<file path="src/source/dsp_pkg.sv">
////////////////////////////////////////////////////////////
// Receive chain shared types and constants
////////////////////////////////////////////////////////////

package dsp_pkg;

   // Bits of one real sample on every link of the chain
   localparam int sample_width = 18;

   // Width of the shared multiplier product and of the accumulator
   localparam int acc_width = 36;

   // Width of the rounder result before it is clipped to a sample
   localparam int rnd_width = 19;

   // Half-band taps, impulse response [A 0 B 0.5 B 0 A]
   // Both taps are scaled by 2^18, so the centre tap of one half is 2^17
   // The outer tap is small and negative
   localparam logic signed [sample_width-1:0] coeff_a = -18'sd10690;

   // The inner tap carries most of the passband gain
   localparam logic signed [sample_width-1:0] coeff_b = 18'sd75809;

   // One sample on a strobed link
   // The sender raises stb for exactly one cycle and data is valid in that cycle
   // There is no ready signal, so a receiver takes every strobed word
   typedef struct packed {
      logic                           stb;
      logic signed [sample_width-1:0] data;
   } sample_t;

   // A sample_t is stb on top of the data word, 19 bits in all
   // Links are kept as whole structs so the strobe never drifts from its data

   // Rounding keeps the top rnd_width bits of the accumulator
   // The remaining acc_width - rnd_width bits are fed back as the residual

   // The chain is real only, with a single channel
   // Stage 1 runs at the input rate and stage 2 at half of it

endpackage

</file>
<file path="src/source/round_sd.sv">
////////////////////////////////////////////////////////////
// Sigma-delta rounding and clip
////////////////////////////////////////////////////////////

`timescale 1ns/1ps

module round_sd
(
   input  logic                                  clk,
   input  logic                                  rst,
   input  logic                                  strobe_in,
   input  logic signed [dsp_pkg::acc_width-1:0]  in,
   output logic                                  strobe_out,
   output logic signed [dsp_pkg::sample_width-1:0] out
);

   // Residual bits dropped by the rounding step, kept for the next strobe
   logic [dsp_pkg::acc_width-dsp_pkg::rnd_width-1:0] err;

   // Input plus the zero-extended residual of the previous strobed sum
   logic signed [dsp_pkg::acc_width-1:0] sum;

   // Rounded word, the top bits of the sum
   logic signed [dsp_pkg::rnd_width-1:0] rnd;

   // Rounded word clipped to the sample range
   logic signed [dsp_pkg::sample_width-1:0] sat;

   // Feeding the dropped bits back shapes the rounding error to high frequency
   // Over time the error averages out, so there is no DC bias
   assign sum = in + dsp_pkg::acc_width'(err);
   assign rnd = sum[dsp_pkg::acc_width-1 -: dsp_pkg::rnd_width];

   // The top two bits differ only when the value is out of sample range
   always_comb
   begin
      if (rnd[dsp_pkg::rnd_width-1] != rnd[dsp_pkg::rnd_width-2])
      begin
         // Clip towards the limit on the side of the sign
         sat = rnd[dsp_pkg::rnd_width-1] ?
               {1'b1, {(dsp_pkg::sample_width-1){1'b0}}} :
               {1'b0, {(dsp_pkg::sample_width-1){1'b1}}};
      end
      else
      begin
         sat = rnd[dsp_pkg::sample_width-1:0];
      end
   end

   // Error state and strobe are control, so they are cleared by reset
   always_ff @(posedge clk)
   begin
      if (rst)
      begin
         err        <= '0;
         strobe_out <= 1'b0;
      end
      else
      begin
         strobe_out <= strobe_in;
         // The residual only moves on a strobed sample
         if (strobe_in)
            err <= sum[dsp_pkg::acc_width-dsp_pkg::rnd_width-1:0];
      end
      // Result word, valid with strobe_out
      if (strobe_in)
         out <= sat;
   end

   // A rounded word leaves exactly one cycle after its input strobe
   assert property (@(posedge clk) disable iff (rst)
      1'b1 |=> (strobe_out == $past(strobe_in)))
      else $error("round_sd: strobe_out does not follow strobe_in by one cycle");

endmodule

</file>
<file path="src/source/small_hb_dec.sv">
////////////////////////////////////////////////////////////
// Seven-tap half-band decimate-by-two
////////////////////////////////////////////////////////////

`timescale 1ns/1ps

module small_hb_dec
(
   input  logic             clk,
   input  logic             rst,
   input  logic             run,
   input  logic             bypass,
   input  dsp_pkg::sample_t in,
   output dsp_pkg::sample_t out
);

   // Registered input sample
   dsp_pkg::sample_t in_d1;

   // Six older samples, dly[1] is the previous one and dly[6] the oldest
   logic signed [dsp_pkg::sample_width-1:0] dly [1:6];

   // Pair phase and the compute pulse pipeline
   logic phase;
   logic go;
   logic go_d1;
   logic go_d2;
   logic go_d3;
   logic go_d4;

   // Pre-added symmetric pairs and the centre sample, one bit of growth on the sums
   logic signed [dsp_pkg::sample_width:0]   outer_sum;
   logic signed [dsp_pkg::sample_width:0]   inner_sum;
   logic signed [dsp_pkg::sample_width-1:0] centre;
   logic signed [dsp_pkg::acc_width-1:0]    centre_ext;

   // Shared multiplier operands and its registered product
   logic signed [dsp_pkg::sample_width-1:0] mul_coeff;
   logic signed [dsp_pkg::sample_width:0]   mul_sum;
   logic signed [dsp_pkg::acc_width-1:0]    prod;

   logic signed [dsp_pkg::acc_width-1:0]    acc;

   // Rounded and clipped filter result
   logic                                    rnd_stb;
   logic signed [dsp_pkg::sample_width-1:0] rnd_data;

   always_ff @(posedge clk)
   begin
      if (rst)
         in_d1.stb <= 1'b0;
      else
         in_d1.stb <= in.stb;
      in_d1.data <= in.data;
   end

   // The delay line advances on every registered strobe, also while run is low
   // It is cleared by reset so the first outputs start from silence
   always_ff @(posedge clk)
   begin
      if (rst)
      begin
         for (int i = 1; i <= 6; i++)
            dly[i] <= '0;
      end
      else if (in_d1.stb)
      begin
         for (int i = 6; i > 1; i--)
            dly[i] <= dly[i-1];
         dly[1] <= in_d1.data;
      end
   end

   // Phase flips on each sample, so every second sample closes a pair
   // Clearing it with run makes the first sample after run the start of a pair
   always_ff @(posedge clk)
   begin
      if (rst || !run)
         phase <= 1'b0;
      else if (in_d1.stb)
         phase <= ~phase;
   end

   assign go = in_d1.stb & phase;

   // Pairs already started run to completion even when run drops
   always_ff @(posedge clk)
   begin
      if (rst)
      begin
         go_d1 <= 1'b0;
         go_d2 <= 1'b0;
         go_d3 <= 1'b0;
         go_d4 <= 1'b0;
      end
      else
      begin
         go_d1 <= go;
         go_d2 <= go_d1;
         go_d3 <= go_d2;
         go_d4 <= go_d3;
      end
   end

   // At go the newest sample is still in in_d1, so the window is in_d1 and dly
   always_ff @(posedge clk)
   begin
      if (go)
      begin
         outer_sum <= in_d1.data + dly[6];
         inner_sum <= dly[2] + dly[4];
         centre    <= dly[3];
      end
   end

   // First multiply cycle takes the outer pair, the second the inner pair
   assign mul_coeff = go_d1 ? dsp_pkg::coeff_a : dsp_pkg::coeff_b;
   assign mul_sum   = go_d1 ? outer_sum : inner_sum;

   always_ff @(posedge clk)
   begin
      if (go_d1 || go_d2)
         prod <= mul_coeff * mul_sum;
   end

   // Centre tap of one half is the sample shifted to the 2^17 tap scale
   assign centre_ext = centre;

   always_ff @(posedge clk)
   begin
      if (rst)
         acc <= '0;
      else if (go_d2)
         acc <= (centre_ext <<< (dsp_pkg::sample_width - 1)) + prod;
      else if (go_d3)
         acc <= acc + prod;
   end

   round_sd u_round
   (
      .clk        (clk),
      .rst        (rst),
      .strobe_in  (go_d4),
      .in         (acc),
      .strobe_out (rnd_stb),
      .out        (rnd_data)
   );

   // In bypass every registered input goes straight out, with no decimation
   always_ff @(posedge clk)
   begin
      if (rst)
         out.stb <= 1'b0;
      else if (bypass)
         out.stb <= in_d1.stb;
      else
         out.stb <= rnd_stb;
      if (bypass)
         out.data <= in_d1.data;
      else if (rnd_stb)
         out.data <= rnd_data;
   end

   // Phase keeps pairs at least two cycles apart, which the shared multiplier needs
   assert property (@(posedge clk) disable iff (rst) go |=> !go)
      else $error("small_hb_dec: go high in two consecutive cycles");

endmodule

</file>
<file path="src/source/hb_dec_chain.sv">
////////////////////////////////////////////////////////////
// Decimate-by-four receive chain
////////////////////////////////////////////////////////////

`timescale 1ns/1ps

module hb_dec_chain
(
   input  logic             clk,
   input  logic             rst,
   input  logic             run,
   input  logic [1:0]       bypass,
   input  dsp_pkg::sample_t in,
   output dsp_pkg::sample_t out
);

   // Stage 1 output, at most one sample every second cycle while filtering
   dsp_pkg::sample_t mid;

   // First half-band, runs at the input rate
   // Bit 0 of bypass passes the input through unfiltered
   small_hb_dec u_stage1
   (
      .clk    (clk),
      .rst    (rst),
      .run    (run),
      .bypass (bypass[0]),
      .in     (in),
      .out    (mid)
   );

   // Second half-band, fed straight from stage 1 with no buffering
   // It can take a sample every cycle, so stage 1 never has to wait
   // Bit 1 of bypass passes stage 1 output through unfiltered
   small_hb_dec u_stage2
   (
      .clk    (clk),
      .rst    (rst),
      .run    (run),
      .bypass (bypass[1]),
      .in     (mid),
      .out    (out)
   );

   // Each filtering stage keeps one sample of every two
   // With both filtering, one output leaves for every four inputs
   // A stage in bypass keeps all samples and adds two cycles of latency

endmodule

</file>
<file path="config.mk">
export PLATFORM = sky130hd
export DESIGN_NAME = hb_dec_chain
export DESIGN_NICKNAME = d
export VERILOG_FILES = /design/src/source/dsp_pkg.sv /design/src/source/round_sd.sv /design/src/source/small_hb_dec.sv /design/src/source/hb_dec_chain.sv
export SDC_FILE = /design/constraint.sdc
export NUM_CORES = 2
export LEC_CHECK = 0
export BUFFER_PORTS_ARGS = -buffer_cell sky130_fd_sc_hd__buf_2
export CORE_ASPECT_RATIO = 0.7
export CORE_MARGIN = 8
export CORE_UTILIZATION = 62
export CTS_CLUSTER_DIAMETER = 80
export DETAILED_ROUTE_END_ITERATION = 8
export GPL_ROUTABILITY_DRIVEN = 0
export PLACE_DENSITY = 0.76
export SYNTH_ARGS = -nofsm -noshare
export SYNTH_HDL_FRONTEND = slang
export SYNTH_HIERARCHICAL = 1
export SYNTH_SLANG_ARGS = --single-unit
</file>
<file path="constraint.sdc">
create_clock -name clk -period 15.69 [get_ports clk]
set_input_delay 2.3535 -clock clk [delete_from_list [all_inputs] [get_ports clk]]
set_output_delay 2.3535 -clock clk [all_outputs]
set_load 0.02 [all_outputs]
</file>
==> metrics.txt <==
Final Slew Violations 0; Register-to-Register Path Depth 25; max-cap violations 0; Clock Path Buffers 3; number of synthesized flops with an enable pin 472; asr flop ratio synth 0; total grt overflow 0; Num CTS Buffers 60; initial antenna violation count 2; count of port buffers added during placement 42; internal power 2959 uW; Main synth FF type edfxtp_1; RSZ-0062 raised after global routing no; CP Launch Point u_stage1/go_d1; fill cell count 6,105; crit path to u_stage1/prod[35]; DIE AREA 92,580 sq um; P per Cell Area 73.35 nW/um^2; drt pass-1 iters 7; Worst Hold Class flop to flop; core area 82,250 sq um; status completed; DIE HEIGHT 257.0 um; worst-margin pin slew 1216 ps; Worst-path clk slew 60 ps; RR Endpoint u_stage1/prod[35]; Synth area leaders edfxtp_1 28%, fa_1 18%, ha_1 12%, dfxtp_1 6.1%, inv_1 5.7%; area post-placement 52,560 sq um; Critical R2R Launch u_stage1/go_d1; Unique masters post-synth 107; commonest non-fill, non-tap cells in the layout 778 x inv_1, 512 x ha_1, 472 x edfxtp_1; drt initial violations 3,833; Non-Filler Instances 6,067; CTS tree done; Syn Area/Cell 10.41 sq um; Post-Syn Area 51,430 sq um; nets 5,921; antenna cells 0; Clock Skew 68.81 ps; WL per Instance 20.85 um; maximum clock rate 0.1271 GHz; first-pass GRT wire length 197,400 um; switch share 0.2614; critical path type flop to flop; sequential area share after synthesis 0.3371; clock power share 0.373; Critical Path Fanout Max 38; largest net degree at the start of global routing 110; Slew headroom 0.1887; P_sw 1047 uW; largest area contributor in the netlist edfxtp_1; share of cells above drive strength 1 0.06096; Via density 5.869; crit path time final 7869 ps; Post-CTS Setup Inserts 0; flops & latches, synth 630; root buf cell clkbuf_16; Lkg Pwr 0.02507 uW; # resized after CTS 0; Hold Vio Cnt, Final 0; worst-skew pair later-pin latency 660 ps; die width 360.3 um; register share of total power 0.472; maximum VDD drop 0.0001262 V; Syn. warnings 6; fin area 54,610 sq um; antenna viol nets, final 0; Tcrit/Tclk final 0.5015; cells after synthesis 4,943; slack of the critical path 7821 ps; I/O pins 43; Total Wirelength 126,500 um; # rows 88; Min Hold Slack 341.6 ps; H-tree levels 2; CP arrival 8280 ps; GRT Total Usage 0.2707; Initial Utilization 0.6253; area grow syn2layout 6.184%; # DRC 0; Setup violations, final 0; CP Capture Type flop; hpwl dp 100,500 um; Worst Path Required 16,100 ps; most common cell after layout, fill and taps aside inv_1; combinational group share of total power 0.154; pre-CTS setup slack 7954 ps; setup_tns 0 ps; critical path launch point type flop; clk sinks 630; CTS hold repair buffers 0; placed insts 5,953; vias 35.61k; Synth top area share 0.2756; vias in the first global route 34.07k; reg-to-reg setup timing slack 7820 ps
-- through the flow --
step                utilization  total power, uW
detailed placement       0.6390             2531
finish                   0.6640             4006
global route             0.6640             4163
floorplan                     -             2362
global placement         0.6390             2516
CTS                      0.6640             4021
-- sequential cells by signal, summed over array words and instances, names as in the netlist, 17 cells and up --
signal                flops
u_stage2/outer_sum       19
u_stage2/out             19
u_stage1/u_round/err     17
u_stage2/centre          18
u_stage1/in_d1           19
u_stage2/acc             36
u_stage2/prod            36
u_stage2/u_round/out     18
u_stage1/outer_sum       19
u_stage1/acc             36
u_stage1/inner_sum       19
u_stage1/centre          18
u_stage1/u_round/out     18
u_stage1/prod            36
u_stage2/dly            108
u_stage2/u_round/err     17
u_stage2/inner_sum       19
u_stage1/dly            108
u_stage2/in_d1           19
u_stage1/out             19
-- power by group through the flow --
stage / combinational (uW) / sequential (uW) / clock (uW)
after floorplan: 450 / 1910 / 0
after global placement: 590 / 1930 / 0
after detailed placement: 604 / 1930 / 0
after CTS: 611 / 1890 / 1520
after global routing: 688 / 1890 / 1580
final: 619 / 1890 / 1500
-- synth_stat cells, drive strengths merged, types with 8 or more instances --
library cell    n
or2            14
edfxtp        472
mux2           40
xnor2         168
a21o           88
xor2          100
o31a            8
mux2i          48
nand2b         53
buf            23
a211o          11
nor3b           9
o21a           53
o21bai         47
o211ai         13
o31ai           8
a221oi         23
nand3          71
fa            450
dfxtp         158
a211oi         53
ha            512
o22ai          10
a2111oi         8
and2          235
nor3           67
a21oi         279
and3           42
a31oi          30
o21ai         153
nor2b          28
nand4          22
o2111ai        10
or3            23
nand2         333
inv           778
clkbuf        130
nor2          280
-- worst min-delay path by stage --
stage	slack, ps	cells after the start	to	startpoint
6_report	340	0	u_stage2/in_d1[5]	u_stage1/out[5]
5_1_grt	350	0	u_stage2/in_d1[1]	u_stage1/out[1]
4_1_cts	350	0	u_stage2/in_d1[5]	u_stage1/out[5]
3_5_place_dp	330	0	u_stage2/in_d1[5]	u_stage1/out[5]
3_3_place_gp	330	0	u_stage2/in_d1[14]	u_stage1/out[14]
2_1_floorplan	320	0	u_stage2/in_d1[0]	u_stage1/out[0]
-- kinds of logic (layout without fill, tap and decap cells) --
group | Yosys count | count (layout) | synth area share
xor+xnor | 268 | 268 | 0.04564
buf+inv | 935 | 959 | 0.07062
flops | 630 | 630 | 0.3371
mux | 88 | 88 | 0.01810
compound gates | 852 | 852 | 0.1134
other cells | 4 | 24 | 0.0002918
fa+ha+maj | 964 | 964 | 0.3001
simple gates | 1202 | 1202 | 0.1148
-- critical path: stages (launching register included) --
cell and delay, ps:
dfxtp_1 300, buf_4 230, inv_1 910, nand2_1 320, fa_1 630, inv_1 60
fa_1 520, inv_1 90, fa_1 480, inv_1 50, fa_1 490, fa_1 550
inv_1 50, fa_1 470, inv_1 40, ha_1 350, and3_1 230, or4b_2 630
o22ai_1 260, o21ai_2 160, a31oi_1 240, o21a_1 170, o21ai_0 80, nand2_1 90
a21oi_1 90, xnor2_1 130
-- metal layers --
layer	routed length, um	GRT usage	vias up	share of wire
met5	0	0	-	0
met4	1260	0.03286	0	0.010
met3	17950	0.1008	92	0.14
met2	46500	0.3420	1571	0.37
met1	60790	0.4418	17369	0.48
li1	-	-	16577	-
-- final cells by class --
class | instances | area (sq um) | area share
multi-input cells | 3398 | 30560 | 0.5596
flip-flops and latches | 630 | 17340 | 0.3175
inverters | 782 | 2935 | 0.05375
clock buffers | 82 | 1687 | 0.03088
well taps | 1080 | 1351 | 0.02474
repair buffers | 63 | 370.4 | 0.006781
clock inverters | 32 | 367.9 | 0.006736
No activity file was read; power rests on OpenSTA's default activity.
